<file path="src/source/ingress_pkg.sv">
// Single clock domain; the ingress ports carry no back-pressure
// NUM_PORTS and BUF_DEPTH must stay powers of two for the pointer wrap

`default_nettype none

package ingress_pkg;

    ////////////////////////////////////////
    // Converged bus

    // Bytes per converged word
    localparam int BUS_BYTES = 8;

    ////////////////////////////////////////
    // Physical ports

    localparam int NUM_PORTS        = 4;
    // Ports 0 and 1 are narrow, ports 2 and 3 are wide
    localparam int NUM_NARROW_PORTS = 2;
    localparam int NUM_WIDE_PORTS   = 2;
    localparam int NARROW_BYTES     = 1;
    localparam int WIDE_BYTES       = 4;
    localparam int PORT_IDX_BITS    = 2;

    ////////////////////////////////////////
    // Buffering

    // Words held per port buffer
    localparam int BUF_DEPTH = 16;

    ////////////////////////////////////////
    // Types

    typedef logic [BUS_BYTES*8-1:0]   bus_word_t;
    // Bit i marks byte i as valid
    typedef logic [BUS_BYTES-1:0]     bus_keep_t;
    typedef logic [PORT_IDX_BITS-1:0] port_idx_t;

endpackage

`default_nettype wire

</file>
<file path="src/source/ingress_arb_mux.sv">
// Packet-level round robin; a grant holds until the word with tlast is taken
// An empty output register loads even while out_tready is low

`timescale 1ns/1ps
`default_nettype none

module ingress_arb_mux (
    input  logic                                            clk,
    input  logic                                            rst_n,
    input  logic [ingress_pkg::NUM_PORTS-1:0]               buf_tvalid,
    input  ingress_pkg::bus_word_t [ingress_pkg::NUM_PORTS-1:0] buf_tdata,
    input  ingress_pkg::bus_keep_t [ingress_pkg::NUM_PORTS-1:0] buf_tkeep,
    input  logic [ingress_pkg::NUM_PORTS-1:0]               buf_tlast,
    output logic [ingress_pkg::NUM_PORTS-1:0]               buf_tready,
    output logic                                            out_tvalid,
    output ingress_pkg::bus_word_t                          out_tdata,
    output ingress_pkg::bus_keep_t                          out_tkeep,
    output logic                                            out_tlast,
    output ingress_pkg::port_idx_t                          out_tuser,
    input  logic                                            out_tready
);

    typedef enum logic {
        IDLE,
        PACKET
    } arb_state_t;

    arb_state_t             state;
    ingress_pkg::port_idx_t rr_ptr;
    ingress_pkg::port_idx_t grant;
    ingress_pkg::port_idx_t cand;
    ingress_pkg::port_idx_t search_idx;
    ingress_pkg::port_idx_t sel_port;
    logic                   found;
    logic                   sel_valid;
    logic                   load_en;
    logic                   take;

    ////////////////////////////////////////
    // Port selection

    // First requesting port at or above the pointer, with wrap
    always_comb begin
        search_idx = rr_ptr;
        cand       = rr_ptr;
        found      = 1'b0;
        for (int i = 0; i < ingress_pkg::NUM_PORTS; i++) begin
            cand = rr_ptr + ingress_pkg::port_idx_t'(i);
            if (!found && buf_tvalid[cand]) begin
                search_idx = cand;
                found      = 1'b1;
            end
        end
    end

    assign sel_port  = (state == PACKET) ? grant : search_idx;
    assign sel_valid = (state == PACKET) ? buf_tvalid[grant] : found;

    // Output register is free when empty or draining this cycle
    assign load_en = !out_tvalid || out_tready;
    assign take    = load_en && sel_valid;

    always_comb begin
        buf_tready = '0;
        if (take) begin
            buf_tready[sel_port] = 1'b1;
        end
    end

    ////////////////////////////////////////
    // Grant FSM and output register

    always_ff @(posedge clk or negedge rst_n) begin
        if (!rst_n) begin
            state      <= IDLE;
            rr_ptr     <= '0;
            grant      <= '0;
            out_tvalid <= 1'b0;
        end else begin
            if (load_en) begin
                out_tvalid <= sel_valid;
            end
            if (take) begin
                if (buf_tlast[sel_port]) begin
                    state  <= IDLE;
                    rr_ptr <= sel_port + 1'b1;
                end else begin
                    state <= PACKET;
                    grant <= sel_port;
                end
            end
        end
    end

    always_ff @(posedge clk) begin
        if (take) begin
            out_tdata <= buf_tdata[sel_port];
            out_tkeep <= buf_tkeep[sel_port];
            out_tlast <= buf_tlast[sel_port];
            out_tuser <= sel_port;
        end
    end

endmodule

`default_nettype wire

</file>
<file path="config.mk">
export PLATFORM = sky130hd
export DESIGN_NAME = ingress_arb_mux
export DESIGN_NICKNAME = d
export VERILOG_FILES = /design/src/source/ingress_pkg.sv /design/src/source/ingress_arb_mux.sv
export SDC_FILE = /design/constraint.sdc
export NUM_CORES = 1
export LEC_CHECK = 0
export BUFFER_PORTS_ARGS = -buffer_cell sky130_fd_sc_hd__buf_2
export CAP_MARGIN = 20
export CORE_AREA = 2 2 145 147
export DETAILED_ROUTE_END_ITERATION = 12
export DIE_AREA = 0 0 147 149
export PLACE_DENSITY_LB_ADDON = 0.08
export SLEW_MARGIN = 0
export SYNTH_ARGS = -nofsm -noshare
export SYNTH_HDL_FRONTEND = slang
export SYNTH_SLANG_ARGS = --single-unit
</file>
<file path="constraint.sdc">
create_clock -name clk -period 5 [get_ports clk]
set_clock_uncertainty 0.2 [all_clocks]
set_input_delay 0.75 -clock clk [delete_from_list [all_inputs] [get_ports clk]]
set_output_delay 0.75 -clock clk [all_outputs]
set_load 0.01 [all_outputs]
</file>
# --- Yosys cells after proc, flatten, opt, wreduce, memory -nomap -nowiden ---
# Cells that the tools add are included.
word_totals:
  reg_bits: 81
  in_bits: 299
  out_inout_bits: 80
op_classes:
  addsub: 4
  n_lt_le_gt_ge: 7
  n_mux: 29
  bitwise: 1
  reduce_logical: 12
op_table:
  columns: ["operator", "n"]
  rows:
  - ["$bmux 64 s2", 1]
  - ["$mux 64", 1]
  - ["$lt 2x3->1 const B", 6]
  - ["$bmux 8 s2", 1]
  - ["$mux 1", 13]
  - ["$bmux 1 s2", 6]
  - ["$mux 2", 4]
  - ["$mux 8", 1]
  - ["$logic_and 1x1->1", 5]
  - ["$add 2x1->2 const B", 2]
  - ["$add 2x2->2 const B", 2]
  - ["$logic_not 1->1", 4]
  - ["$mux 4", 1]
  - ["$reduce_and 2->1", 2]
  - ["$demux 1 s2", 1]
  - ["$ge 2x1->1 const B", 1]
  - ["$logic_or 1x1->1", 1]
  - ["$not 1->1", 1]

# --- Depth between registers and ports, before layout ---
depth:
  depth_word: 18
  mapped_depth: 11

# --- Worst setup path after synthesis ---
# Ideal clock, no wire load.
synth_path:
  path_type: "input port to flip-flop"
  start: "input port buf_tvalid[2] (netlist bit)"
  end: "register out_tdata[0] (enable)"
  setup_time_ps: 512
  t_arrival_ps: 4732
  t_required_ps: 4288
  path_slack_ps: -444
  cell_stages: 5
  n_path_buf: 0
  cell_sequence: "nor2b_1 > a2111oi_0 > o21ai_1 > a21bo_2 > nor2_1"
synth_via:
  elab_chain_cells: 14
  elab_cells_between_ends: 22
synth_lines:
  columns: ["element", "line_no", "rtl"]
  rows:
  - ["start: declaration", "ingress_arb_mux.sv:10", "input logic [ingress_pkg::NUM_PORTS-1:0] buf_tvalid,"]
  - ["$bmux 1 s2", "ingress_arb_mux.sv:49", "if (!found && buf_tvalid[cand]) begin"]
  - ["$mux 1 (implied by the code)", "ingress_arb_mux.sv:49", null]
  - ["$mux 1", "ingress_arb_mux.sv:49", null]
  - ["$logic_not 1->1", "ingress_arb_mux.sv:49", null]
  - ["$logic_and 1x1->1", "ingress_arb_mux.sv:49", null]
  - ["$mux 1", "ingress_arb_mux.sv:49", null]
  - ["$logic_not 1->1", "ingress_arb_mux.sv:49", null]
  - ["$logic_and 1x1->1", "ingress_arb_mux.sv:49", null]
  - ["$mux 1", "ingress_arb_mux.sv:49", null]
  - ["$logic_not 1->1", "ingress_arb_mux.sv:49", null]
  - ["$logic_and 1x1->1", "ingress_arb_mux.sv:49", null]
  - ["$mux 1", "ingress_arb_mux.sv:49", null]
  - ["$mux 1 *", "ingress_arb_mux.sv:57", "assign sel_valid = (state == PACKET) ? buf_tvalid[grant] : found;"]
  - ["$logic_and 1x1->1 *", "ingress_arb_mux.sv:61", "assign take = load_en && sel_valid;"]
  - ["named net take", "ingress_arb_mux.sv:37", "logic take;"]
  - ["end signal: assignment", "ingress_arb_mux.sv:97", "out_tdata <= buf_tdata[sel_port];"]
  - ["end: declaration", "ingress_arb_mux.sv:16", "output ingress_pkg::bus_word_t out_tdata,"]
# Mark *: on every way through the listed nets, which the timed path passes. The rest lies on a longest branch. The select of a mux whose other input is x is not followed.
# A chain may end at the register's enable or synchronous reset.

# --- Worst setup path after layout ---
layout_path:
  start: "input port buf_tvalid[2] (netlist bit)"
  end: "output port buf_tready[1] (netlist bit)"
layout_via:
  elab_chain_cells: 18
  elab_cells_between_ends: 32
layout_lines:
  columns: ["element", "line_no", "rtl"]
  rows:
  - ["$bmux 1 s2", "ingress_arb_mux.sv:49", null]
  - ["$mux 1 (implied by the code)", "ingress_arb_mux.sv:49", null]
  - ["$mux 1", "ingress_arb_mux.sv:49", null]
  - ["$logic_not 1->1", "ingress_arb_mux.sv:49", null]
  - ["$logic_and 1x1->1", "ingress_arb_mux.sv:49", null]
  - ["$mux 1", "ingress_arb_mux.sv:49", null]
  - ["$logic_not 1->1", "ingress_arb_mux.sv:49", null]
  - ["$logic_and 1x1->1", "ingress_arb_mux.sv:49", null]
  - ["[... 2 more ...]", null, null]
  - ["$logic_and 1x1->1", "ingress_arb_mux.sv:49", null]
  - ["$mux 2", "ingress_arb_mux.sv:49", null]
  - ["$mux 2", "ingress_arb_mux.sv:56", "assign sel_port = (state == PACKET) ? grant : search_idx;"]
  - ["$lt 2x3->1 (implied by the code) or $ge 2x1->1 (tied branches)", "ingress_arb_mux.sv:66", "buf_tready[sel_port] = 1'b1;"]
  - ["$logic_and 1x1->1 (implied by the code)", "ingress_arb_mux.sv:66", null]
  - ["$mux 1 (implied by the code)", "ingress_arb_mux.sv:66", null]
  - ["$demux 1 s2", "ingress_arb_mux.sv:66", null]
  - ["$mux 4 *", "ingress_arb_mux.sv:65", "if (take) begin"]
  - ["end: declaration", "ingress_arb_mux.sv:14", "output logic [ingress_pkg::NUM_PORTS-1:0] buf_tready,"]
# Every way passes the cells marked *; elsewhere a longest branch is shown, timed or not. The select of a mux whose other input is x is not followed.

==> key figures <==
Timing
  • Min cycle time layout: 3.549 ns
  • Unrepaired setup endpoints after global routing: no
  • Setup TNS: 0 ns
  • Worst slew margin: 0.4932
  • Period utilization: 0.7099
  • Fmax: 281.7 MHz
  • Final hold violation count: 0
  • Final setup viols: 0
  • Worst-margin pin slew: 0.7603 ns
  • Pins Over Slew Limit: 0

Route
  • Drt wl/cell: 15.04 µm
  • Total wire length: 16710 µm
  • Vias per cell: 4.351
  • DRT Pass-1 Iters: 4
  • Vias: 4834
  • Antenna viol nets, final: 0
  • DR iter-0 viols: 154
  • DR DRC count: 0

Synthesis
  • Ranking of synthesized cells by area: edfxtp_1 42%, mux2_2 16%, mux2i_1 14%
  • Yosys cell types: 42
  • Yosys warnings: 0
  • Cell area after synthesis: 5369 µm²
  • Syn nets: 770
  • Number of flops mapped to enable cells by yosys: between 70 and 80
  • Syn Area/Cell: 11.50 µm²
  • Cells after synthesis: 467
  • Sequential-to-total area share from yosys stat: 0.4474
  • Cell taking the most area after synthesis: edfxtp_1
  • Share of flip-flops with an asynchronous set or reset: 0.07407
  • FF+latch count, synth: 81
  • Synth top area share: 0.4195
  • Dominant synthesized flop cell: edfxtp_1

Critical path
  • Worst-path fanout max: 73
  • Critical Path AT: 2.60 ns
  • Worst setup SP type: primary input
  • Worst reg-to-reg path cell count: 9
  • Critical-path cell list: buf_2 > nor2b_1 > or3_1 > o221a_4 > inv_2 > ha_1 > and3_1 > buf_2
  • Crit end category: primary output
  • Top cell by count, worst path: buf_2
  • Worst Setup Path Type: primary input to primary output
  • Slowest cell on crit path: o221a_4
  • Worst EP required: 4.05 ns
  • Worst path max stage delay: 0.69 ns

Global routing
  • First-pass GRT wire length: 24760 µm
  • Number of global-route vias before repair: 4780
  • Initial antenna violation count: 3
  • Global route overflow: 0
  • Gr usage total: 0.1451
  • Largest net degree at the start of global routing: 81

Finish
  • Final net count: 1131
  • Commonest non-fill, non-tap cell in the layout: buf_2
  • Most frequent cells in the layout: 378 x buf_2, 77 x a21oi_1, 76 x mux2i_1, 76 x nor2_1, 75 x edfxtp_1
  • Layout area overhead: 42.23%
  • Share of cells above drive strength 1: 0.5738
  • Finished Layout Cells: about 1100

Place
  • Placed Cells: 1092
  • GPL Wtd Cong: 0.7704
  • # port buffers: 378
  • Dpl hpwl: 13400 µm

Floorplanning
  • CORE AREA: 20560 µm²
  • Die ar.: approximately 22000 µm²
  • Die H: around 150 µm
  • Initial Utilization: 0.2612
  • Row Count: 53
  • DIE WIDTH: approximately 150 µm
  • I/O pin count: ~380

Power
  • Static leakage: 3.594 nW
  • Power per Cell Area: 668.7 nW/µm²
  • VDD IR-drop max: 302.1 µV

Clocking
  • H-tree depth: 3
  • CTS tree: done
  • Clk buf depth: 2
  • Clk Latency, worst-skew pair: ~0.34 ns
  • Post-cts resize count: 0
  • CTS clk-pin slew, worst paths: 0.06 ns
  • Num CTS Buffers: 9
  • Clk sinks: 81
  • Postcts setup bufs: 0
  • Clock root buffer: clkbuf_16
  • CTS Hold Bufs: 0

Outcome
  • Status: finished, final reports clean

Worst hold path
  • Hold Crit Class: primary input to async pin

Flow run
  • Max Cap Viol: 0
## metrics by stage
stage	instance area, µm²	setup WS (ns)	power, W	hold slack [ns]	util
floorplan	5371	0.8568	0.003957	0.2544	-
global placement	7371	1.408	0.004573	0.3817	0.3586
detailed placement	7371	1.375	0.004600	0.3773	0.3586
CTS	7629	1.406	0.005217	0.01557	0.3711
global route	7636	1.239	0.005539	0.02658	0.3715
finish	7636	1.451	0.005106	0.02762	0.3715
## logic make-up after synthesis
group,Yosys count,synth area share
buffers and inverters,37,0.06036
DFF,81,0.4474
AOI/OAI and AO/OA,90,0.09298
and+or+nand+nor,101,0.08250
adders and majority gates,4,0.009322
muxes,154,0.3074
## flip-flops by register name, summed over array words and instances (netlist names)
signal / count
grant: 2
out_tuser: 2
out_tvalid: 1
out_tlast: 1
out_tkeep: 8
state: 1
rr_ptr: 2
out_tdata: 64
## worst max-delay path: cells and delay by family
family,cells,cell delay (ns)
adder cells (fa/ha/maj),1,0.23
AO/OA/AOI/OAI,1,0.69
AND/OR/NAND/NOR,3,0.51
buffers and inverters,3,0.41
## layout make-up
class                   count  area, µm²
diodes                      3      7.507
clock buffers              13      240.2
clock inverters             3      17.52
fillers                  2154      12920
inverters                   3      16.27
multi-input cells         349       2659
flip-flops and latches     81       2402
well taps                 275      344.1
repair buffers            384       1949
## layer usage
| layer | track usage | vias to the layer above | part of all wire |
|---|---|---|---|
| li1 | - | 2463 | - |
| met1 | 0.1588 | 2151 | 0.38 |
| met2 | 0.2681 | 199 | 0.52 |
| met3 | 0.03609 | 21 | 0.071 |
| met4 | 0.06106 | 0 | 0.022 |
| met5 | 0 | - | 0 |
## report_power, final
| group | internal, W | total (W) | switching, W |
|---|---|---|---|
| clock | 0.000336 | 0.000593 | 0.000258 |
| combinational | 0.00133 | 0.00304 | 0.00171 |
| sequential | 0.00135 | 0.00148 | 0.000125 |
| total | 0.00301 | 0.00511 | 0.00210 |
## synthesized netlist by cell type (all sizes together), types with 3 or more instances
master	count
mux2	77
a21oi	77
mux2i	76
edfxtp	75
ha	4
dfrtp	6
nand2b	4
nor2	78
nor2b	5
and3	6
buf	18
clkbuf	16
inv	3
## path summary, 6_finish.rpt
kind / startpoint / endpoint / slack (ns)
max: buf_tvalid[2] / buf_tready[1] / 1.45
min: rst_n / out_tvalid / 0.03
max reg2reg: rr_ptr[1] / out_tdata[51] / 1.73
min reg2reg: grant[0] / grant[0] / 0.38
max in group asynchronous: rst_n / rr_ptr[0] / 4.41
min in group clk: grant[0] / grant[0] / 0.38
(Power assumes the default switching activity.)
