File: src/source/ingress_pkg.sv
// Single clock domain; the ingress ports carry no back-pressure
// NUM_PORTS and BUF_DEPTH must stay powers of two for the pointer wrap

`default_nettype none

package ingress_pkg;

    ////////////////////////////////////////
    // Converged bus

    // Bytes per converged word
    localparam int BUS_BYTES = 8;

    ////////////////////////////////////////
    // Physical ports

    localparam int NUM_PORTS        = 4;
    // Ports 0 and 1 are narrow, ports 2 and 3 are wide
    localparam int NUM_NARROW_PORTS = 2;
    localparam int NUM_WIDE_PORTS   = 2;
    localparam int NARROW_BYTES     = 1;
    localparam int WIDE_BYTES       = 4;
    localparam int PORT_IDX_BITS    = 2;

    ////////////////////////////////////////
    // Buffering

    // Words held per port buffer
    localparam int BUF_DEPTH = 16;

    ////////////////////////////////////////
    // Types

    typedef logic [BUS_BYTES*8-1:0]   bus_word_t;
    // Bit i marks byte i as valid
    typedef logic [BUS_BYTES-1:0]     bus_keep_t;
    typedef logic [PORT_IDX_BITS-1:0] port_idx_t;

endpackage

`default_nettype wire

File: src/source/ingress_port_buffer.sv
// Show-ahead FIFO; a push into a full buffer is dropped and flagged one cycle later
// The write side has no ready, so the producer never stalls

`timescale 1ns/1ps
`default_nettype none

module ingress_port_buffer (
    input  logic                   clk,
    input  logic                   rst_n,
    input  logic                   word_valid,
    input  ingress_pkg::bus_word_t word_data,
    input  ingress_pkg::bus_keep_t word_keep,
    input  logic                   word_last,
    output logic                   buf_tvalid,
    output ingress_pkg::bus_word_t buf_tdata,
    output ingress_pkg::bus_keep_t buf_tkeep,
    output logic                   buf_tlast,
    input  logic                   buf_tready,
    output logic                   overflow
);

    logic [$clog2(ingress_pkg::BUF_DEPTH)-1:0]   wr_ptr;
    logic [$clog2(ingress_pkg::BUF_DEPTH)-1:0]   rd_ptr;
    logic [$clog2(ingress_pkg::BUF_DEPTH+1)-1:0] count;

    ingress_pkg::bus_word_t mem_data [ingress_pkg::BUF_DEPTH];
    ingress_pkg::bus_keep_t mem_keep [ingress_pkg::BUF_DEPTH];
    logic                   mem_last [ingress_pkg::BUF_DEPTH];

    logic full;
    logic pop;
    logic push;

    assign full = (int'(count) == ingress_pkg::BUF_DEPTH);
    assign pop  = buf_tvalid && buf_tready;
    // A pop in the same cycle frees the slot for the push
    assign push = word_valid && (!full || pop);

    // Head entry is always on the read port
    assign buf_tvalid = (count != '0);
    assign buf_tdata  = mem_data[rd_ptr];
    assign buf_tkeep  = mem_keep[rd_ptr];
    assign buf_tlast  = mem_last[rd_ptr];

    always_ff @(posedge clk or negedge rst_n) begin
        if (!rst_n) begin
            wr_ptr   <= '0;
            rd_ptr   <= '0;
            count    <= '0;
            overflow <= 1'b0;
        end else begin
            if (push) begin
                wr_ptr <= wr_ptr + 1'b1;
            end
            if (pop) begin
                rd_ptr <= rd_ptr + 1'b1;
            end
            case ({push, pop})
                2'b10:   count <= count + 1'b1;
                2'b01:   count <= count - 1'b1;
                default: count <= count;
            endcase
            overflow <= word_valid && !push;
        end
    end

    always_ff @(posedge clk) begin
        if (push) begin
            mem_data[wr_ptr] <= word_data;
            mem_keep[wr_ptr] <= word_keep;
            mem_last[wr_ptr] <= word_last;
        end
    end

endmodule

`default_nettype wire

File: config.mk
export PLATFORM = sky130hd
export DESIGN_NAME = ingress_port_buffer
export DESIGN_NICKNAME = d
export VERILOG_FILES = /design/src/source/ingress_pkg.sv /design/src/source/ingress_port_buffer.sv
export SDC_FILE = /design/constraint.sdc
export NUM_CORES = 1
export LEC_CHECK = 0
export ABC_AREA = 1
export BUFFER_PORTS_ARGS = -buffer_cell sky130_fd_sc_hd__buf_4
export CAP_MARGIN = 20
export CELL_PAD_IN_SITES_DETAIL_PLACEMENT = 1
export CELL_PAD_IN_SITES_GLOBAL_PLACEMENT = 2
export CORE_MARGIN = 4
export CORE_UTILIZATION = 44
export CTS_CLUSTER_DIAMETER = 200
export CTS_CLUSTER_SIZE = 10
export DETAILED_ROUTE_END_ITERATION = 10
export GPL_TIMING_DRIVEN = 1
export PLACE_DENSITY = 0.84
export SYNTH_ARGS = -nofsm -noshare
export SYNTH_HDL_FRONTEND = slang
export SYNTH_SLANG_ARGS = --single-unit
export TNS_END_PERCENT = 1
File: constraint.sdc
create_clock -name clk -period 6 [get_ports clk]
set_clock_uncertainty 0.2 [all_clocks]
set_input_delay 0.6 -clock clk [delete_from_list [all_inputs] [get_ports clk]]
set_output_delay 0.6 -clock clk [all_outputs]
set_load 0.1 [all_outputs]
---- Word-level counts from Yosys, hierarchy flattened ----
Memories as Yosys holds them, arrays and structs flattened.
Cells that the tools add are included.
Widths: inputs -> output; s select.
cells by class
  add/sub/neg operators ................... 4
  equal/unequal tests ..................... 3
  reduce and logical (&&, ||, !) cells .... 8
  mux-type cells .......................... 3
operators by type and width
  kind                 number
  $pmux 5 s2           1
  $add 4x1->4 const B  2
  $add 5x1->5 const B  1
  $eq 5x5->1 const B   1
  $reduce_bool 5->1    1
  $sub 5x1->5 const B  1
  $logic_and 1x1->1    3
  $eq 2x1->1 const B   1
  $eq 2x2->1 const B   1
  $logic_not 1->1      2
  $mux 1               2
  $reduce_bool 2->1    1
  $logic_or 1x1->1     1
word-level totals
  memory bits (writable) .................. 1168
  bits in registers ....................... 14
  input bits .............................. 77
  word-level logic and storage cells ...... 25
  output and inout port bits .............. 75
  memories kept ........................... 3
memories
  name      depth  width  rd ports  clocked after memory_dff  write ports  RTL line                   RTL
  mem_data  16     64     1         0                         1            ingress_port_buffer.sv:26  ingress_pkg::bus_word_t mem_data [ingress_pkg::BUF_DEPTH];
  mem_keep  16     8      1         0                         1            ingress_port_buffer.sv:27  ingress_pkg::bus_keep_t mem_keep [ingress_pkg::BUF_DEPTH];
  mem_last  16     1      1         0                         1            ingress_port_buffer.sv:28  logic mem_last [ingress_pkg::BUF_DEPTH];

---- Longest topological paths before layout ----
Gate-level depths: netlist (run 1).
  depth in word-level cells ............... 6
  gate-level depth with buffers ........... 14
  mapped depth without buffers ............ 14

---- Worst setup path after synthesis (run 1) ----
Ideal clock, no wire load.
  path type ............................... input to register
  from .................................... input buf_tready
  to ...................................... memory mem_data[11][0] in the netlist's numbering, enable pin
  path slack .............................. 1190 ps
  cell stages on the path ................. 6
  data arrival time ....................... 4105 ps
  buffers on the path ..................... 0
  library setup time ...................... 504 ps
  required time ........................... 5296 ps
  cells stage by stage .................... nor2_1 -> nand3_1 -> nand2_1 -> nor2_1 -> inv_1 -> nor2_1
between the ends
  word-level cells in the longest chain between the ends .. 5
RTL lines
  element                       RTL line                   RTL
  start, declared               ingress_port_buffer.sv:18  input logic buf_tready,
  $logic_and 1x1->1             ingress_port_buffer.sv:35  assign pop = buf_tvalid && buf_tready;
  $logic_or 1x1->1              ingress_port_buffer.sv:37  assign push = word_valid && (!full || pop);
  $logic_and 1x1->1             ingress_port_buffer.sv:37
  $mux 1                        ingress_port_buffer.sv:68  if (push) begin
  $mux 1 (not written as such)  ingress_port_buffer.sv:69  mem_data[wr_ptr] <= word_data;
  end, declared                 ingress_port_buffer.sv:26
Every way passes these cells.

---- Worst setup path after layout (run 1) ----
  from .................................... register rd_ptr[0] in the netlist's numbering
  to ...................................... output buf_tdata[2]
between the ends
  word-level cells in the longest chain between the ends .. 1
RTL lines
  element                 RTL line                   RTL
  start, declared         ingress_port_buffer.sv:23  logic [$clog2(ingress_pkg::BUF_DEPTH)-1:0] rd_ptr;
  start signal, assigned  ingress_port_buffer.sv:56  rd_ptr <= rd_ptr + 1'b1;
  $mem_v2 16x64           n/a
  end, declared           ingress_port_buffer.sv:15  output ingress_pkg::bus_word_t buf_tdata,
Every way passes these cells.

==> results of run 1 <==
[cells in the final DEF (no fill, tap or decap)]
cell type / synthesis / routed
dfrtp_1: 14 / 10
o21ai_1: 62 / 62
buf_4: 9 / 176
nor2_1: 801 / 785
buf_12: 0 / 23
dfrtp_4: 0 / 4
xnor2_1: 2 / 2
inv_1: 66 / 63
clkinv_8: 0 / 3
nand4_1: 2 / 2
o211ai_1: 292 / 292
fa_1: 1 / 1
diode_2: 0 / 2
nand3_1: 153 / 153
clkbuf_1: 129 / 15
nor2_4: 0 / 16
inv_6: 0 / 7
dlygate4sd3_1: 0 / 76
nand2_1: 99 / 99
edfxtp_1: 1168 / 1168
inv_8: 0 / 1
clkbuf_16: 0 / 142
ha_1: 8 / 8
a21oi_1: 49 / 49
xor2_1: 7 / 7
inv_4: 0 / 2
o21ai_0: 526 / 526
[cell families after synthesis]
group | after synthesis
adders and majority gates | 9
xor gates and xnor gates | 9
buffers and inverters | 308
and+or+nand+nor | 1055
AOI/OAI and AO/OA | 929
DFF | 1182
[critical path: stages (launching register included)]
cell	delay, ns
dfrtp_4	0.88
buf_4	0.64
buf_4	0.83
o21ai_0	0.27
o211ai_1	0.26
nand3_1	0.10
nand2_1	0.16
buf_4	0.31
[flip-flops by register name, indices dropped and copies added, names as in the netlist]
signal    flops
mem_data   1024
mem_keep    128
mem_last     16
count         5
rd_ptr        4
wr_ptr        4
overflow      1
[final timing paths]
check	slack (ns)	startpoint	end
worst max register to register	2.72	count[0]	mem_data[13][30]
worst min-delay path	0.08	rst_n	wr_ptr[2]
min in group clk	0.18	buf_tready	count[0]
max in group asynchronous	5.30	rst_n	rd_ptr[3]
worst max-delay path	0.92	rd_ptr[0]	buf_tdata[2]
worst min register to register	0.32	count[2]	count[2]
[layout make-up]
cell class              instances  area share
clock buffers                 157      0.0674
repair buffers                275      0.0475
inverters                      67     0.00502
well taps                    1380      0.0322
multi-input cells            2002       0.184
diodes                          2   0.0000935
clock inverters                 9     0.00189
flip-flops and latches       1182       0.662
[through the flow]
stage	power (mW)	cell area [um^2]
2_1_floorplan	19.6	46500
3_3_place_gp	23.1	49100
3_5_place_dp	23.3	49100
4_1_cts	30.6	53500
5_1_grt	31.9	53500
6_report	30.4	53500
[power breakdown]
part           total (mW)  internal, mW  leakage (nW)  switching (mW)
registers            10.5          9.96          10.7           0.490
clock network        7.27          4.20          1.82            3.07
logic                12.7          2.78          4.93            9.89
total                30.4          16.9          17.5            13.5
[timing repair]
item,4_1_cts,5_1_grt
gates resized for setup,0,0
hold buffers,76,0
endpoints found under the hold margin,1181,0
[per-layer routing]
layer,wire length (um),GRT usage,part of all wire
met5,7,0,0.000054
met4,2520,0.0596,0.019
met3,6320,0.0354,0.049
met2,64300,0.389,0.50
met1,56300,0.319,0.43
==> results.sh, run 1 <==
export IMPL_first_pass_iters=7
export IMPL_synth_edf_count=1168
export IMPL_whs_ns=0.0771
export IMPL_synth_nets=3578
export IMPL_leakage_nw=17.5
export IMPL_nets=3750
export IMPL_avgSynthCellArea_um2=13.3
export IMPL_ys_ff_latch=1182
export IMPL_cts_clk_slew_worst_paths_ns=0.06
export IMPL_routedWlPerCell_um=25.5
export IMPL_antenna_found_initial=3
export IMPL_period_minus_slack_ns=5.08
export IMPL_fin_util=0.514
export IMPL_ff2ff_path_depth=7
export IMPL_ys_types=21
export IMPL_critPathLaunchType="register"
export IMPL_end_kind="output pin"
export IMPL_post_cts_setup_buffers=0
export IMPL_yosys_area_top_type="edfxtp_1"
export IMPL_max_slew_margin_rel=0.234
export IMPL_drv_cap=0
export IMPL_final_max_slew_viol_count=0
export IMPL_die_y_um=333
export IMPL_grt_max_degree=170
export IMPL_die_area_um2=111000
export IMPL_synth_compound_area_frac=0.116
export IMPL_rsz0062_at_grt="no"
export IMPL_dp_cells=4830
export IMPL_required_ns=5.20
export IMPL_synth_top_family_by_area="compound AO/OA/AOI/OAI gates"
export IMPL_clock_fmax_mhz=197
export IMPL_powerDensity_nw_per_um2=568
export IMPL_yosys_area_share_adder=0.00258
export IMPL_clock_latency_ns=0.72
export IMPL_routed_wirelength_mm=129
export IMPL_synthXorXnorAreaFrac=0.00169
export IMPL_setup_slack_ns=0.921
export IMPL_io_buffers=151
export IMPL_core_um2=104000
export IMPL_dieWidth_um=333
export IMPL_start_util=0.446
export IMPL_report_final_setup_viol=0
export IMPL_yosys_top_cells_area="edfxtp_1 (75%), nor2_1 (6.5%), o21ai_0 (5.7%)"
export IMPL_cts_max_level=4
export IMPL_dp_hpwl_mm=63.6
export IMPL_cts_path_max_buffers=3
export IMPL_finalCritPeriodShare=0.846
export IMPL_vias=29500
export IMPL_seq_area_frac_synth=0.762
export IMPL_fin_cells=5074
export IMPL_pre_cts_slack_ns=1.73
export IMPL_final_setup_tns_ns=0
export IMPL_yosys_area_share_simple=0.0894
export IMPL_netlist_area_um2=46500
export IMPL_multi_input_area_um2=9860
export IMPL_drtIter0Drc=2711
export IMPL_hold_class="input port to async pin"
export IMPL_grt_pass1_wl_mm=196
export IMPL_crit_type="register to output pin"
export IMPL_regArea_um2=35400
export IMPL_viasPerCell=5.81
export IMPL_grt_util_all_layers=0.232
export IMPL_cts_tree="built"
export IMPL_outcome="finished clean"
export IMPL_ys_warn_count=0
export IMPL_postRouteAntennaNets=0
export IMPL_synth_top_area_frac=0.754
export IMPL_path_max_fanout=96
export IMPL_io_pins=152
export IMPL_clock_sinks=1182
export IMPL_numCtsBuffers=136
export IMPL_cts_root_buf="clkbuf_16"
export IMPL_yosysMostFrequentCell="edfxtp_1"
export IMPL_muxShareOfSynthArea=0
export IMPL_ir_drop_uv=835
export IMPL_finalHoldViolCount=0
export IMPL_routabilityCongestion=0.705
export IMPL_nFillCells=10300
export IMPL_synth_ff_type="edfxtp_1"
export IMPL_yosys_top_cells_count="edfxtp_1 (1168), nor2_1 (801), o21ai_0 (526), o211ai_1 (292), nand3_1 (153)"
export IMPL_max_slew_worst_pin_slew_ns=1.15
export IMPL_grt_ovfl_total=0
export IMPL_synthArstFlopShare=0.0118
export IMPL_critical_path_arrival_ns=4.28
export IMPL_area_growth_pct=15.1
export IMPL_drc_errors=0
export IMPL_std_cell_rows=118
export IMPL_grt_pass1_vias=31100
export IMPL_layout_drive_gt1_share=0.101
export IMPL_synthCells=3492
(Power assumes the default switching activity.)
==> inputs of run 2 (changes only) <==
==> constraint.sdc (replaced) <==
create_clock -name clk -period 5.3 [get_ports clk]
set_clock_uncertainty 0.2 [all_clocks]
set_input_delay 0.53 -clock clk [delete_from_list [all_inputs] [get_ports clk]]
set_output_delay 0.53 -clock clk [all_outputs]
set_load 0.1 [all_outputs]
==> run 2 against run 1 <==
Compared with the run above: clock-buffer cell count is 2 higher; combinational power is 14% higher; sequential share of layout area is 0.12 points lower; first-iteration DRC count is 6.3% higher; worst setup slack worse by 0.15 ns; largest cell class unchanged; largest power group unchanged; highest routed layer is now met4.
==> results.sh, run 2 (synthesized netlist as in run 1, its figures left out) <==
export IMPL_outcome="finished clean"
export IMPL_final_cell_mix="edfxtp_1 (1168), nor2_1 (785), o21ai_0 (526), o211ai_1 (292), buf_4 (197)"
export IMPL_pwr_share_seq=0.341
export IMPL_dpl_cell_area_um2=49100
export IMPL_leakage_nw=17.6
export IMPL_regMostFlops="mem_data"
export IMPL_switching_power_mw=15.2
export IMPL_die_area_um2=111000
export IMPL_cts_path_max_buffers=3
export IMPL_rrSetupSlack_ns=2.07
export IMPL_core_um2=104000
export IMPL_die_y_um=333
export IMPL_required_ns=4.57
export IMPL_numCtsBuffers=136
export IMPL_cts_root_buf="clkbuf_16"
export IMPL_cts_clk_slew_worst_paths_ns=0.06
export IMPL_slowest_stage="dfrtp_4"
export IMPL_period_minus_slack_ns=4.53
export IMPL_grt_pass1_vias=31000
export IMPL_whs_endpoint="count[0]"
export IMPL_cp_num_cells=9
export IMPL_routabilityCongestion=0.707
export IMPL_p_int_mw=19.2
export IMPL_worstReg2RegStart="count[0]"
export IMPL_grt_max_degree=219
export IMPL_std_cell_rows=118
export IMPL_nets=3767
export IMPL_path_max_fanout=218
export IMPL_clock_fmax_mhz=221
export IMPL_max_slew_worst_pin_slew_ns=1.17
export IMPL_reg_top3="mem_data (1024), mem_keep (128), mem_last (16)"
export IMPL_io_pins=152
export IMPL_dieWidth_um=333
export IMPL_clock_latency_ns=0.72
export IMPL_post_cts_setup_buffers=0
export IMPL_hold_class="input port to register"
export IMPL_power_frac_comb=0.420
export IMPL_viasPerCell=5.79
export IMPL_drc_errors=0
export IMPL_grt_util_all_layers=0.230
export IMPL_cts_tree="built"
export IMPL_vias=29500
export IMPL_cts_max_level=4
export IMPL_grt_ovfl_total=0
export IMPL_drtIter0Drc=2883
export IMPL_routed_wirelength_mm=129
export IMPL_worstHoldPathCells=4
export IMPL_switching_share=0.441
export IMPL_antenna_found_initial=4
export IMPL_crit_buf_inv=3
export IMPL_max_slew_margin_rel=0.222
export IMPL_start_util=0.446
export IMPL_ir_drop_uv=790
export IMPL_rsz0062_at_grt="no"
export IMPL_critPathTopFamily="buffers and inverters"
export IMPL_holdBufCountCts=77
export IMPL_critical_path_arrival_ns=3.80
export IMPL_ctsResizeCount=0
export IMPL_first_pass_iters=5
export IMPL_largest_reg_flops=1024
export IMPL_final_max_slew_viol_count=0
export IMPL_finalHoldViolCount=0
export IMPL_dp_hpwl_mm=64.5
export IMPL_area_growth_pct=15.3
export IMPL_io_buffers=151
export IMPL_crit_type="register to output pin"
export IMPL_clock_sinks=1182
export IMPL_fin_area_um2=53600
export IMPL_nFillCells=10400
export IMPL_grt_pass1_wl_mm=194
export IMPL_critPathLaunchType="register"
export IMPL_report_final_setup_viol=0
export IMPL_slowest_delay_ns=0.79
export IMPL_postRouteAntennaNets=0
export IMPL_path_cells="buf_12, buf_4, nor2_1, nor2_1, o21ai_0, o211ai_1, nand3_1, nand2_1, buf_4"
export IMPL_ff2ff_path_depth=7
export IMPL_finalCritPeriodShare=0.855
export IMPL_clkPwrFrac=0.239
export IMPL_end_kind="output pin"
export IMPL_drv_cap=0
export IMPL_layout_commonest_cell="edfxtp_1"
export IMPL_r2r_end="mem_data[6][12]"
export IMPL_final_setup_tns_ns=0
export IMPL_layout_drive_gt1_share=0.105
export IMPL_routedWlPerCell_um=25.3
export IMPL_hold_path_startpoint="buf_tready"
export IMPL_powerDensity_nw_per_um2=642
-- run 2: through the flow --
step	total power, mW	util	hold slack (ns)	worst slack, ns	cells
after floorplan	22.2	-	0.0344	0.560	3492
after global placement	26.1	0.471	0.219	1.51	4846
after detailed placement	26.4	0.471	0.216	1.41	4846
after CTS	34.7	0.515	0.0587	0.635	5091
after global routing	36.1	0.515	0.131	0.467	5092
final	34.4	0.515	0.104	0.767	5095
-- run 2: worst max path at each step --
| stage | from | endpoint | slack [ns] |
|---|---|---|---|
| 4_1_cts | rd_ptr[0] | buf_tkeep[1] | 0.63 |
| 2_1_floorplan | buf_tready | mem_data[11][0] | 0.56 |
| 3_3_place_gp | rd_ptr[0] | buf_tkeep[2] | 1.51 |
| 6_report | rd_ptr[0] | buf_tkeep[1] | 0.77 |
| 5_1_grt | rd_ptr[0] | buf_tkeep[1] | 0.47 |
| 3_5_place_dp | rd_ptr[0] | buf_tkeep[1] | 1.41 |
-- run 2: metal layers --
layer	global-route usage	up-vias	wire [um]
met5	0	-	0
met4	0.0656	0	2820
met3	0.0358	184	6890
met2	0.389	811	64200
met1	0.312	15300	55000
li1	-	13200	-
-- run 2: worst reg2reg max path, cell delays in order (launching register included) --
cell,delay (ns)
dfrtp_1,0.43
nor2_1,0.10
nand3_1,0.14
nand2_1,0.21
inv_1,0.21
nand2_1,0.27
nor2_4,0.70
buf_4,0.61
-- run 2: final cells by class --
| cell class | instances | area (um^2) | area share |
|---|---|---|---|
| Sequential cell | 1182 | 35400 | 0.661 |
| Multi-Input combinational cell | 2002 | 9860 | 0.184 |
| Clock buffer | 159 | 3640 | 0.0678 |
| Timing Repair Buffer | 292 | 2610 | 0.0487 |
| Tap cell | 1380 | 1730 | 0.0322 |
| Inverter | 67 | 269 | 0.00501 |
| Clock inverter | 9 | 93.8 | 0.00175 |
| Antenna cell | 4 | 10.0 | 0.000187 |
-- run 2: power groups by stage --
stage          registers [mW]  logic (mW)  clock network (mW)
2_1_floorplan            11.7        10.5                   0
3_3_place_gp             11.9        14.2                   0
3_5_place_dp             11.9        14.5                   0
4_1_cts                  11.7        14.6                8.39
5_1_grt                  11.8        15.5                8.80
6_report                 11.7        14.5                8.23
