**src/source/ingress_pkg.sv**
```systemverilog
// Single clock domain; the ingress ports carry no back-pressure
// NUM_PORTS and BUF_DEPTH must stay powers of two for the pointer wrap

`default_nettype none

package ingress_pkg;

    ////////////////////////////////////////
    // Converged bus

    // Bytes per converged word
    localparam int BUS_BYTES = 8;

    ////////////////////////////////////////
    // Physical ports

    localparam int NUM_PORTS        = 4;
    // Ports 0 and 1 are narrow, ports 2 and 3 are wide
    localparam int NUM_NARROW_PORTS = 2;
    localparam int NUM_WIDE_PORTS   = 2;
    localparam int NARROW_BYTES     = 1;
    localparam int WIDE_BYTES       = 4;
    localparam int PORT_IDX_BITS    = 2;

    ////////////////////////////////////////
    // Buffering

    // Words held per port buffer
    localparam int BUF_DEPTH = 16;

    ////////////////////////////////////////
    // Types

    typedef logic [BUS_BYTES*8-1:0]   bus_word_t;
    // Bit i marks byte i as valid
    typedef logic [BUS_BYTES-1:0]     bus_keep_t;
    typedef logic [PORT_IDX_BITS-1:0] port_idx_t;

endpackage

`default_nettype wire

```
**src/source/ingress_width_adapt.sv**
```systemverilog
// IN_BYTES must divide BUS_BYTES; tkeep is contiguous from byte 0 and only partial on tlast
// Every packet starts a fresh word, so bytes never straddle two words

`timescale 1ns/1ps
`default_nettype none

module ingress_width_adapt #(
    parameter int IN_BYTES = 1
) (
    input  logic                   clk,
    input  logic                   rst_n,
    input  logic                   in_tvalid,
    input  logic [IN_BYTES*8-1:0]  in_tdata,
    input  logic [IN_BYTES-1:0]    in_tkeep,
    input  logic                   in_tlast,
    output logic                   word_valid,
    output ingress_pkg::bus_word_t word_data,
    output ingress_pkg::bus_keep_t word_keep,
    output logic                   word_last
);

    // Byte counts run from 0 to BUS_BYTES inclusive
    logic [$clog2(ingress_pkg::BUS_BYTES+1)-1:0] fill_cnt;
    logic [$clog2(ingress_pkg::BUS_BYTES+1)-1:0] kept_cnt;
    logic [$clog2(ingress_pkg::BUS_BYTES+1)-1:0] fill_next;

    ingress_pkg::bus_word_t asm_data;
    ingress_pkg::bus_word_t next_data;
    ingress_pkg::bus_keep_t next_keep;
    logic                   word_done;

    ////////////////////////////////////////
    // Byte placement

    always_comb begin
        // A fresh word starts from zero so unused bytes read as zero
        next_data = (fill_cnt == '0) ? '0 : asm_data;
        kept_cnt  = '0;
        for (int i = 0; i < IN_BYTES; i++) begin
            if (in_tkeep[i] && (int'(fill_cnt) + i < ingress_pkg::BUS_BYTES)) begin
                next_data[(int'(fill_cnt) + i)*8 +: 8] = in_tdata[i*8 +: 8];
                kept_cnt = kept_cnt + 1'b1;
            end
        end
        fill_next = fill_cnt + kept_cnt;
        for (int b = 0; b < ingress_pkg::BUS_BYTES; b++) begin
            next_keep[b] = (b < int'(fill_next));
        end
    end

    // Emit on a full word or at the end of a packet
    assign word_done = in_tvalid && (in_tlast || (int'(fill_next) == ingress_pkg::BUS_BYTES));

    ////////////////////////////////////////
    // Registers

    always_ff @(posedge clk or negedge rst_n) begin
        if (!rst_n) begin
            fill_cnt   <= '0;
            word_valid <= 1'b0;
        end else begin
            word_valid <= word_done;
            if (word_done) begin
                fill_cnt <= '0;
            end else if (in_tvalid) begin
                fill_cnt <= fill_next;
            end
        end
    end

    always_ff @(posedge clk) begin
        if (in_tvalid) begin
            asm_data <= next_data;
        end
        if (word_done) begin
            word_data <= next_data;
            word_keep <= next_keep;
            word_last <= in_tlast;
        end
    end

endmodule

`default_nettype wire

```
**config.mk**
```make
export PLATFORM = sky130hd
export DESIGN_NAME = ingress_width_adapt
export DESIGN_NICKNAME = d
export VERILOG_FILES = /design/src/source/ingress_pkg.sv /design/src/source/ingress_width_adapt.sv
export SDC_FILE = /design/constraint.sdc
export NUM_CORES = 1
export LEC_CHECK = 0
export BUFFER_PORTS_ARGS = -buffer_cell sky130_fd_sc_hd__buf_2
export CAP_MARGIN = 20
export CORE_MARGIN = 2
export CORE_UTILIZATION = 45
export DETAILED_ROUTE_END_ITERATION = 10
export MAX_ROUTING_LAYER = met4
export PLACE_DENSITY = 0.68
export REMOVE_ABC_BUFFERS = 1
export SKIP_LAST_GASP = 1
export SYNTH_ARGS = -nofsm -noshare
export SYNTH_HDL_FRONTEND = slang
export SYNTH_SLANG_ARGS = --single-unit
```
**constraint.sdc**
```tcl
create_clock -name clk -period 6.87 [get_ports clk]
set_input_delay 0.3435 -clock clk [delete_from_list [all_inputs] [get_ports clk]]
set_output_delay 0.3435 -clock clk [all_outputs]
set_load 0.02 [all_outputs]
```
Word level (Yosys, flattened, before mapping)
Cells that the tools add are included.
{ "word_totals": {"reg_bits": 142, "latchBits": 0, "ram_bits": 0, "romBits": 0, "in_bits": 13, "output_inout_bits": 74, "memories": 0} }
{ "op_classes": {"addsub": 2, "multipliers": 0, "div_mod_pow": 0, "order_cmp": 9, "eq_ne": 1, "n_shift": 2, "muxes": 6, "bitwise": 0, "n_reduce_logical": 5} }
{ "op_table": {"columns": ["cell", "count"], "rows": [
  ["64-bit 2-to-1 mux", 2],
  ["64-bit bitwise mux", 1],
  ["8-bit by 33-bit variable shift with 64-bit output, first input constant", 1],
  ["8-bit by 33-bit variable part select with 64-bit output", 1],
  ["7-bit negation with 33-bit output", 1],
  ["3-bit by 4-bit less-than comparator with 1-bit output, first input constant", 4],
  ["1-bit by 4-bit less-than comparator with 1-bit output, first input constant", 2],
  ["2-bit by 4-bit less-than comparator with 1-bit output, first input constant", 2],
  ["4-bit 2-to-1 mux", 2],
  ["4-bit adder", 1],
  ["4-bit equality test, second input constant", 1],
  ["4-bit zero test", 1],
  ["4-bit less-than comparator, second input constant", 1],
  ["1-bit logical AND", 2],
  ["2-bit nonzero test", 1],
  ["1-bit logical OR", 1],
  ["1-bit 2-to-1 mux", 1]
]} }

Logic depth before layout (Yosys ltp)
Gate-level depths: netlist of the first run.
{ "logic_depth": {"ltp_word": 8, "ltp_mapped": 10} }

Worst setup path before layout of the first run
Ideal clock, no wire load.
{ "synth_timing": {"kind": "reg-to-reg", "start": "register fill_cnt[3] (netlist name)", "end": "register word_valid", "setup_ns": 0.664, "arrival_time_ns": 6.717, "t_required_ns": 6.206, "slack_ns": -0.511, "stages_incl_launch_ff": 9, "period_less_slack_ns": 7.381, "cell_sequence": "dfrtp_1 nor2b_1 ha_1 ha_1 clkbuf_1 xor2_1 nor3_1 nand2_1 o21ai_0"} }
{ "synth_via": {"elab_chain_len": 7} }
{ "synth_rtl": {"columns": ["element", "line_no", "rtl"], "rows": [
  ["start, declared", "ingress_width_adapt.sv:23", "logic [$clog2(ingress_pkg::BUS_BYTES+1)-1:0] fill_cnt;"],
  ["start signal, assigned", "ingress_width_adapt.sv:66", "fill_cnt <= fill_next;"],
  ["4-bit less-than comparator", "ingress_width_adapt.sv:40", "if (in_tkeep[i] && (int'(fill_cnt) + i < ingress_pkg::BUS_BYTES)) begin"],
  ["1-bit logical AND", "ingress_width_adapt.sv:40", null],
  ["1-bit 2-to-1 mux", "ingress_width_adapt.sv:40", null],
  ["4-bit adder *", "ingress_width_adapt.sv:45", "fill_next = fill_cnt + kept_cnt;"],
  ["4-bit equality test *", "ingress_width_adapt.sv:52", "assign word_done = in_tvalid && (in_tlast || (int'(fill_next) == ingress_pkg::BUS_BYTES));"],
  ["1-bit logical OR *", "ingress_width_adapt.sv:52", null],
  ["1-bit logical AND *", "ingress_width_adapt.sv:52", null],
  ["via word_done", "ingress_width_adapt.sv:30", "logic word_done;"],
  ["end signal, assigned", "ingress_width_adapt.sv:62", "word_valid <= word_done;"],
  ["end, declared", "ingress_width_adapt.sv:16", "output logic word_valid,"]
]} }
Mark *: on every way through the listed nets, which the timed path passes. The rest lies on a longest branch.
A chain may end at the register's enable or synchronous reset.

Worst setup path in the final report of the first run
{ "layout_timing": {"start": "register fill_cnt[3] (netlist name)", "end": "register word_data[61], enable pin"} }
{ "layout_via": {"elab_chain_len": 7} }
{ "layout_rtl": {"columns": ["element", "line_no", "rtl"], "rows": [
  ["4-bit less-than comparator", "ingress_width_adapt.sv:40", null],
  ["1-bit logical AND", "ingress_width_adapt.sv:40", null],
  ["1-bit 2-to-1 mux", "ingress_width_adapt.sv:40", null],
  ["4-bit adder *", "ingress_width_adapt.sv:45", null],
  ["4-bit equality test *", "ingress_width_adapt.sv:52", null],
  ["1-bit logical OR *", "ingress_width_adapt.sv:52", null],
  ["1-bit logical AND *", "ingress_width_adapt.sv:52", null],
  ["via word_done", "ingress_width_adapt.sv:30", null],
  ["end signal, assigned", "ingress_width_adapt.sv:76", "word_data <= next_data;"],
  ["end, declared", "ingress_width_adapt.sv:17", "output ingress_pkg::bus_word_t word_data,"]
]} }
Marked as above.

==> flow_summary_export.csv, run 1 <==
group,metric,value,unit
sta,worst_slew_pin_slew,0.973,ns
global_route,grt_pass1_vias,3325,
sta,fin_skew,0.00803,ns
synth,syn_area,5600,µm²
floorplan,start_util,46.4,%
drt,finalWirelength,11.8,mm
sta,tns,0,ns
worst_setup_path,worst_path_most_repeated_cell,"ha_1",
final_layout,syn2layout_area_growth,22.6,%
synth,synthCells,386,
place,port_buffers,86,
synth,synthDistinctLibCells,38,
worst_setup_path,critPathTopFamily,"buffers and inverters",
worst_setup_path,crit_arrival,3.15,ns
global_route,grt_pass1_wl,17.8,mm
clocking,cts_buffers,17,
power,power.density,342,nW/µm²
floorplan,fp.dieH,116,µm
drt,dr.pass1.iters,7,
clocking,h-tree-depth,4,
synth,async_reset_ff_share,3.52,%
sta,worst_slack,3.76,ns
floorplan,dieWidth,116,µm
final_layout,fin_util,56.9,%
floorplan,io_pins,87,
outcome,status,"complete, no violations",
power,vdd_drop_max,0.207,mV
min_path,min_path_type,"primary input to register",
drt,route.detailed.drc,0,
worst_setup_path,path_buf_inv,1,
floorplan,dieArea,13400,µm²
worst_setup_path,critPathLaunchType,"register",
sta,slew_headroom,35.1,%
clocking,cts_buffer_depth,2,
power,power_leakage,2.54,nW
worst_setup_path,cp_data_required_time,6.91,ns
worst_setup_path,crit_path_end_kind,"register",
worst_setup_path,path_cells,"nor2b_1 > ha_1 > ha_1 > xor2_1 > nor3_1 > nand2_1 > o21ai_4 > buf_4",
final_layout,drive_gt1_share,25.1,%
clocking,clkSinkCount,142,
clocking,clk_latency,0.42,ns
worst_setup_path,path_depth,8,
synth,yosysSeqAreaShare,75.7,%
sta,rsz0062_at_grt,"false",
worst_setup_path,max_stage_delay,0.69,ns
clocking,path_clk_slew,0.06,ns
sta,slew_viol_final,0,
floorplan,rows,40,
power,power,2.35,mW
drt,antenna_left,0,
place,place_ws,3.81,ns
drt,drtIter0Drc,457,
worst_setup_path,crit_type,"register to register",
final_layout,antenna_cells,0,
drt,wire_per_inst,17.9,µm
sta,final_hold_viol_count,0,
synth,ys.flop_type,"edfxtp_1",
sta,finalSetupViolations,0,
drt,vias,3597,
synth,ys_seq_elements,142,
place,hpwl,7.24,mm
worst_setup_path,worstReg2RegStart,"fill_cnt[3]$_DFFE_PN0P_",
synth,yosys_warnings,0,
flow_run,drv_cap,0,
synth,synth_edf_count,137,
worst_setup_path,r2r_slack,3.76,ns
worst_setup_path,r2r_cells,8,
floorplan,core,12100,µm²
worst_setup_path,timing.critical_path.to,"word_data[61]$_DFFE_PP_",
global_route,grt_max_degree,75,
worst_setup_path,r2r-end,"word_data[61]$_DFFE_PP_",
sta,fmaxAchievable,0.321,GHz
place,place_congestion,0.864,
clocking,clock-root-buffer,"clkbuf_16",
clocking,cts_tree,"built",
drt,avgViaCountPerCell,5.46,
sta,finalCritPeriodShare,45.3,%
worst_setup_path,crit_path_top_delay_cell,"buf_4",
global_route,grt_util_all_layers,18.5,%
clocking,cts_setup_buffers,0,
final_layout,stdcell_count,659,
synth,syn_avg_cell_area,14.5,µm²
worst_setup_path,critPathLaunch,"fill_cnt[3]$_DFFE_PN0P_",
place,dp.cells,626,
global_route,globalRouteOverflowTotal,0,
global_route,antenna_found_initial,0,
final_layout,layout.nets,497,
sta,layout_min_cycle_time,3.11,ns
worst_setup_path,path_max_fanout,74,
cell usage after synthesis, types with 2 or more instances:
master / count / area, µm²
nand2b_1: 2 / 12.5
a22o_1: 8 / 70.1
edfxtp_1: 137 / 4110
ha_1: 6 / 75.1
nor3_1: 4 / 20.0
nor2b_1: 3 / 18.8
buf_2: 2 / 10.0
buf_6: 2 / 22.5
mux2i_1: 8 / 80.1
nand2_1: 44 / 165
inv_1: 5 / 18.8
clkbuf_1: 11 / 41.3
xor2_1: 2 / 17.5
xnor2_1: 3 / 26.3
dfrtp_1: 5 / 125
buf_1: 2 / 7.51
a21oi_1: 9 / 45.0
nor2_1: 5 / 18.8
o21ai_0: 56 / 280
nand3_1: 54 / 270
routing by layer:
layer  global-route usage (%)  part of all wire, %  up-vias
met4                     7.95                  2.0        0
li1                         -                    -     1661
met3                     5.07                  6.4       19
met1                     24.3                   44     1777
met2                     27.1                   47      140
met5                        -                    0        -
flip-flops by register name (all words and copies together), names as in the netlist:
signal      cells
asm_data       64
word_data      64
word_last       1
word_keep       8
word_valid      1
fill_cnt        4
where the power goes:
part           leakage [nW]  switching [mW]  internal, mW
registers              1.43          0.0241          1.05
logic                 0.806           0.188        0.0789
clock network         0.307           0.334         0.678
total                  2.54           0.547          1.80
final cells by class:
class,count,area (µm²)
clock buffers,20,437
clock inverters,12,215
fillers,958,5190
inverters,5,18.8
multi-input cells,222,1270
flip-flops and latches,142,4240
well taps,168,210
repair buffers,90,475
worst min path at each step:
stage / from / end / cells after the start
after floorplan: rst_n / fill_cnt[0]$_DFFE_PN0P_ / 0
after global placement: rst_n / fill_cnt[2]$_DFFE_PN0P_ / 1
after detailed placement: rst_n / word_valid$_DFF_PN0_ / 1
after CTS: in_tlast / word_last$_DFFE_PP_ / 1
after global routing: in_tlast / word_last$_DFFE_PP_ / 1
final: in_tlast / word_last$_DFFE_PP_ / 1
cell families after synthesis:
logic type / synth area share [%]
simple gates: 10.9
fa+ha+maj: 1.34
buf+inv: 1.79
xor+xnor: 0.782
flops: 75.7
mux: 1.43
compound gates: 8.11
layout by cell type, fill, tap and decap left out, drive strengths merged, types with 5 or more instances in the layout:
cell    instances
dfrtp           5
inv             6
mux2i           8
edfxtp        137
clkbuf         20
o21ai          56
buf            89
nand3          54
nand2          44
nor2            5
ha              6
a22o            8
a21oi           9
nor3            5
bufinv          6
worst register-to-register path, stage by stage, from the launching register on:
cell	delay, ns
dfrtp_1	0.45
nor2b_1	0.21
ha_1	0.23
ha_1	0.33
xor2_1	0.15
nor3_1	0.28
nand2_1	0.14
o21ai_4	0.12
buf_4	0.69
metrics by stage:
step	hold WS [ns]	area (µm²)
after global placement	0.160	6190
after floorplan	0.0479	5520
after detailed placement	0.166	6210
after global routing	0.184	6870
final	0.177	6870
after CTS	0.160	6870
timing repair:
| item | CTS | global route |
|---|---|---|
| endpoints found under the setup margin | 0 | 0 |
| hold endpoints to repair | 5 | 0 |
| resized for setup | 0 | 0 |
| hold buffers | 1 | 0 |
Power figures use the tool's default switching activity.
==> inputs of run 2 (changes only) <==
==> constraint.sdc (replaced) <==
create_clock -name clk -period 2.79 [get_ports clk]
set_input_delay 0.1395 -clock clk [delete_from_list [all_inputs] [get_ports clk]]
set_output_delay 0.1395 -clock clk [all_outputs]
set_load 0.02 [all_outputs]
==> run 2 against run 1 <==
  * Clock power rose by 120%
  * Wire length fell by 2.3%
  * Die area did not move
  * Critical path type unchanged
  * Critical endpoint is now asm_data[0]$_DFFE_PP_
  * Largest cell class unchanged
  * Highest routed layer unchanged
==> flow_summary_export.csv, run 2 (synthesized netlist as in run 1, its figures left out) <==
group,metric,value,unit
drt,vias,3539,
clocking,path_clk_slew,0.06,ns
floorplan,core,12100,µm²
min_path,min_path_type,"primary input to register",
final_layout,antenna_cells,0,
outcome,status,"complete, no violations",
final_layout,final_cell_mix,"edfxtp_1 (137), buf_2 (86), o21ai_0 (55), nand3_1 (54), nand2_1 (44)",
final_layout,multiInputGateArea,1280,µm²
final_layout,drive_gt1_share,26.9,%
floorplan,dieWidth,116,µm
power,power,5.49,mW
sta,finalCritPeriodShare,91.1,%
drt,wire_per_inst,17.2,µm
worst_setup_path,crit_type,"register to register",
sta,final_hold_viol_count,0,
floorplan,io_pins,87,
worst_setup_path,r2r_cells,6,
global_route,globalRouteOverflowTotal,0,
final_layout,top_regs,"asm_data: 64 flops, word_data: 64 flops, word_keep: 8 flops",
sta,worst_slew_pin_slew,0.867,ns
min_path,min_path_cells,2,
drt,drtIter0Drc,387,
global_route,antenna_found_initial,0,
drt,route.detailed.drc,0,
worst_setup_path,crit_path_end_kind,"register",
worst_setup_path,max_stage_delay,0.51,ns
clocking,cts_buffers,17,
power,power_leakage,2.57,nW
global_route,grt_max_degree,67,
final_layout,fillCellCount,957,
global_route,grt_util_all_layers,18.4,%
floorplan,fp.dieH,116,µm
place,port_buffers,86,
worst_setup_path,crit_path_top_delay_cell,"dfrtp_1",
sta,finalSetupViolations,0,
clocking,cts_buffer_depth,2,
power,vdd_drop_max,0.472,mV
clocking,clkSinkCount,142,
place,place_area,6280,µm²
worst_setup_path,cp_data_required_time,3.06,ns
final_layout,stdcell_count,670,
worst_setup_path,path_max_fanout,12,
final_layout,stdcell_area,6890,µm²
floorplan,start_util,46.4,%
drt,antenna_left,0,
global_route,grt_pass1_wl,17.7,mm
drt,finalWirelength,11.5,mm
power,power.density,797,nW/µm²
floorplan,rows,40,
drt,dr.pass1.iters,5,
clocking,clk_latency,0.41,ns
clocking,h-tree-depth,4,
final_layout,regArea,4240,µm²
flow_run,drv_cap,0,
worst_setup_path,path_cells,"inv_1 > ha_1 > or3b_2 > o31a_1 > nor3_4 > a22o_1",
global_route,grt_pass1_vias,3392,
final_layout,layout.nets,508,
place,hpwl,7.36,mm
sta,rsz0062_at_grt,"false",
sta,fmaxAchievable,0.393,GHz
final_layout,final_common_cell,"edfxtp_1",
sta,layout_min_cycle_time,2.54,ns
worst_setup_path,crit_arrival,2.81,ns
drt,avgViaCountPerCell,5.28,
place,place_congestion,0.858,
sta,slew_viol_final,0,
sta,fin_skew,0.00790,ns
sta,tns,0,ns
floorplan,dieArea,13400,µm²
final_layout,syn2layout_area_growth,22.9,%
worst_setup_path,critPathLaunchType,"register",
place,dp.cells,636,
clocking,cts_tree,"built",
sta,slew_headroom,42.2,%
clocking,clock-root-buffer,"clkbuf_16",
-- run 2: power breakdown --
part           leakage, nW  total, mW  internal [mW]  switching, mW
sequential            1.43       2.63           2.58         0.0564
clock                0.283       2.19           1.39          0.801
combinational        0.857      0.661          0.200          0.461
total                 2.57       5.49           4.17           1.32
-- run 2: worst max-delay path, delay by kind of cell (launching register included) --
kind,cells,cell delay [ns]
adders and majority gates,1,0.31
DFF,1,0.51
buffers and inverters,1,0.16
and+or+nand+nor,2,0.90
AOI/OAI and AO/OA,2,0.51
-- run 2: path summary, 6_finish.rpt --
check / slack [ns] / endpoint / start
max: 0.25 / asm_data[0]$_DFFE_PP_ / fill_cnt[0]$_DFFE_PN0P_
min: 0.05 / fill_cnt[3]$_DFFE_PN0P_ / in_tvalid
max reg2reg: 0.25 / asm_data[0]$_DFFE_PP_ / fill_cnt[0]$_DFFE_PN0P_
min reg2reg: 0.58 / asm_data[10]$_DFFE_PP_ / asm_data[10]$_DFFE_PP_
max in group asynchronous: 2.58 / fill_cnt[0]$_DFFE_PN0P_ / rst_n
min in group asynchronous: 0.07 / word_valid$_DFF_PN0_ / rst_n
-- run 2: layout make-up --
cell class / count / share of cell area [%]
repair buffers: 101 / 8.14
clock inverters: 13 / 2.13
multi-input cells: 222 / 18.6
flip-flops and latches: 142 / 61.6
well taps: 168 / 3.05
inverters: 5 / 0.273
clock buffers: 19 / 6.29
-- run 2: timing repair --
action / CTS / global route
hold buffers: 2 / 0
hold endpoints to repair: 6 / 0
setup endpoints to repair: 0 / 17
resized for setup: 0 / 1
buffers inserted: 0 / 0
-- run 2: stage by stage --
stage | util (%) | hold WS, ns | setup slack (ns)
floorplan | - | -0.156 | -4.52
global placement | 52.1 | -0.0376 | 0.364
detailed placement | 52.1 | -0.0340 | 0.247
CTS | 57.0 | 0.0474 | 0.225
global route | 57.1 | 0.0576 | 0.111
finish | 57.1 | 0.0527 | 0.247
-- run 2: metal layers --
layer,part of all wire [%],track usage [%]
met2,47,27.8
met3,6.0,5.07
met1,45,24.6
met5,0,-
met4,1.1,5.30
==> inputs of run 3 (changes only) <==
--- a/config.mk
+++ b/config.mk
@@ -7,6 +7,7 @@
 export LEC_CHECK = 0
 export BUFFER_PORTS_ARGS = -buffer_cell sky130_fd_sc_hd__buf_2
 export CAP_MARGIN = 20
+export CORE_ASPECT_RATIO = 1.5
 export CORE_MARGIN = 2
 export CORE_UTILIZATION = 45
 export DETAILED_ROUTE_END_ITERATION = 10
==> run 3 against run 2 <==
  * Die area rose by 0.13%
  * Clock power rose by 5%
  * Combinational power barely moved
  * Critical path depth rose by 2
  * Core utilization barely moved
  * Fmax barely moved
  * Non-clock buffer count fell by 1
  * Count of clock-buffer cells in the layout did not move
  * Largest cell class unchanged
  * Highest routed layer unchanged
  * Via count rose by 1.3%
  * Clock skew fell by 0.0030 ns
  * Hold slack improved by 0.018 ns
  * Flip-flop and latch count did not move
==> flow_summary_export.csv, run 3 (synthesized netlist as in run 1, its figures left out) <==
group,metric,value,unit
final_layout,regArea,4240,µm²
clocking,cts_buffer_depth,2,
drt,antenna_left,0,
floorplan,dieWidth,95.1,µm
outcome,status,"complete, no violations",
power,power_switching,1.34,mW
global_route,gr-max-usage-layer,"met2",
place,place_congestion,0.858,
clocking,cts_buffers,17,
flow_run,drv_cap,0,
floorplan,rows,49,
clocking,path_clk_slew,0.06,ns
global_route,use_met3,4.76,%
floorplan,core,12100,µm²
global_route,met1_usage,21.7,%
worst_setup_path,r2r-end,"word_data[6]$_DFFE_PP_",
final_layout,top_regs,"asm_data: 64 flops, word_data: 64 flops, word_keep: 8 flops",
final_layout,layout.nets,507,
global_route,grt_util_all_layers,18.9,%
worst_setup_path,r2r_slack,0.25,ns
power,power_leakage,2.58,nW
clocking,cts_setup_buffers,0,
global_route,globalRouteOverflowTotal,0,
floorplan,start_util,46.4,%
final_layout,syn2layout_area_growth,23.1,%
drt,wire_per_inst,18.3,µm
clocking,h-tree-depth,4,
final_layout,fin_util,57.1,%
worst_setup_path,timing.critical_path.to,"word_data[6]$_DFFE_PP_",
power,p_int,4.25,mW
drt,avgViaCountPerCell,5.48,
sta,worst_slew_pin_slew,0.886,ns
drt,route.detailed.drc,0,
sta,finalCritPeriodShare,91.2,%
sta,tns,0,ns
power,pwr-share-comb,11.8,%
drt,dr.pass1.iters,4,
final_layout,final_cell_mix,"edfxtp_1 (137), buf_2 (86), o21ai_0 (55), nand3_1 (54), nand2_1 (44)",
worst_setup_path,crit_arrival,2.64,ns
power,clkPwrFrac,41.1,%
worst_setup_path,path_max_fanout,38,
worst_setup_path,crit_path_end_kind,"register",
floorplan,fp.dieH,141,µm
power,vdd_drop_max,0.485,mV
drt,vias,3585,
power,power.density,812,nW/µm²
power,pwr-share-seq,47.0,%
final_layout,drive_gt1_share,26.7,%
place,port_buffers,86,
sta,fmaxAchievable,0.393,GHz
worst_setup_path,critPathLaunch,"fill_cnt[3]$_DFFE_PN0P_",
worst_setup_path,r2r_cells,8,
clocking,cts_tree,"built",
drt,finalWirelength,12.0,mm
floorplan,dieArea,13400,µm²
final_layout,fillCellCount,968,
clocking,clk_latency,0.41,ns
sta,final_hold_viol_count,0,
place,hpwl,7.58,mm
power,power,5.60,mW
clocking,post_cts_resized,0,
sta,rsz0062_at_grt,"false",
global_route,grt_pass1_vias,3492,
worst_setup_path,cp_data_required_time,2.89,ns
clocking,clock-root-buffer,"clkbuf_16",
global_route,antenna_found_initial,0,
global_route,grt_util_met2,30.7,%
final_layout,multiInputGateArea,1270,µm²
sta,fin_skew,0.00494,ns
clocking,ctsHoldBuffers,2,
worst_setup_path,critPathLaunchType,"register",
final_layout,antenna_cells,0,
sta,layout_min_cycle_time,2.54,ns
global_route,grt_pass1_wl,18.1,mm
worst_setup_path,worstReg2RegStart,"fill_cnt[3]$_DFFE_PN0P_",
power,p_sw_share,24.0,%
global_route,grt_max_degree,70,
floorplan,io_pins,87,
worst_setup_path,crit_type,"register to register",
sta,finalSetupViolations,0,
sta,slew_headroom,40.9,%
clocking,clkSinkCount,142,
min_path,min_path_type,"primary input to async pin",
drt,drtIter0Drc,233,
sta,slew_viol_final,0,
final_layout,final_common_cell,"edfxtp_1",
-- run 3: changes by cell type in the layout (fill, tap and decap cells not counted), sizes merged --
cell	delta
clkinv	-1
buf	-1
clkinvlp	+1
inv	-1
bufinv	+1
-- run 3: routing by layer --
layer	up-vias	routed length, µm	share of wire, %
li1	1679	-	-
met1	1765	4650	39
met2	122	6370	53
met3	19	620	5.2
met4	0	335	2.8
met5	-	0	0
-- run 3: worst min path at each step --
| stage | to | slack (ns) | cells after the start |
|---|---|---|---|
| after floorplan | fill_cnt[0]$_DFFE_PN0P_ | -0.16 | 0 |
| after global placement | fill_cnt[3]$_DFFE_PN0P_ | -0.03 | 1 |
| after detailed placement | word_valid$_DFF_PN0_ | -0.03 | 1 |
| after CTS | word_valid$_DFF_PN0_ | 0.06 | 2 |
| after global routing | word_valid$_DFF_PN0_ | 0.07 | 2 |
| final | word_valid$_DFF_PN0_ | 0.07 | 2 |
-- run 3: power groups by stage --
| stage | clock network [mW] | registers [mW] | logic [mW] |
|---|---|---|---|
| final | 2.30 | 2.63 | 0.662 |
| after CTS | 2.33 | 2.63 | 0.663 |
| after detailed placement | 0 | 2.68 | 0.655 |
| after global placement | 0 | 2.67 | 0.636 |
| after floorplan | 0 | 2.76 | 0.319 |
| after global routing | 2.42 | 2.65 | 0.720 |
-- run 3: final cells by class --
type	instances	share of cell area, %
well taps	153	2.78
multi-input cells	222	18.5
clock buffers	19	6.28
flip-flops and latches	142	61.5
clock inverters	13	2.49
repair buffers	100	8.21
inverters	5	0.272
-- run 3: critical path: stages, from the launching register on --
cell     delay [ns]
dfrtp_1        0.46
nor2b_1        0.19
ha_1           0.22
ha_1           0.33
xor2_1         0.14
nor3_1         0.26
nand2_1        0.14
o21ai_4        0.21
buf_12         0.24
-- run 3: metrics by stage --
| step | setup slack, ns | instances | hold slack [ns] | area, µm² |
|---|---|---|---|---|
| after floorplan | -4.52 | 369 | -0.156 | 5520 |
| after global routing | 0.0731 | 654 | 0.0749 | 6890 |
| after CTS | 0.262 | 654 | 0.0639 | 6890 |
| after global placement | 0.353 | 620 | -0.0344 | 6270 |
| final | 0.246 | 654 | 0.0706 | 6890 |
| after detailed placement | 0.264 | 620 | -0.0293 | 6270 |
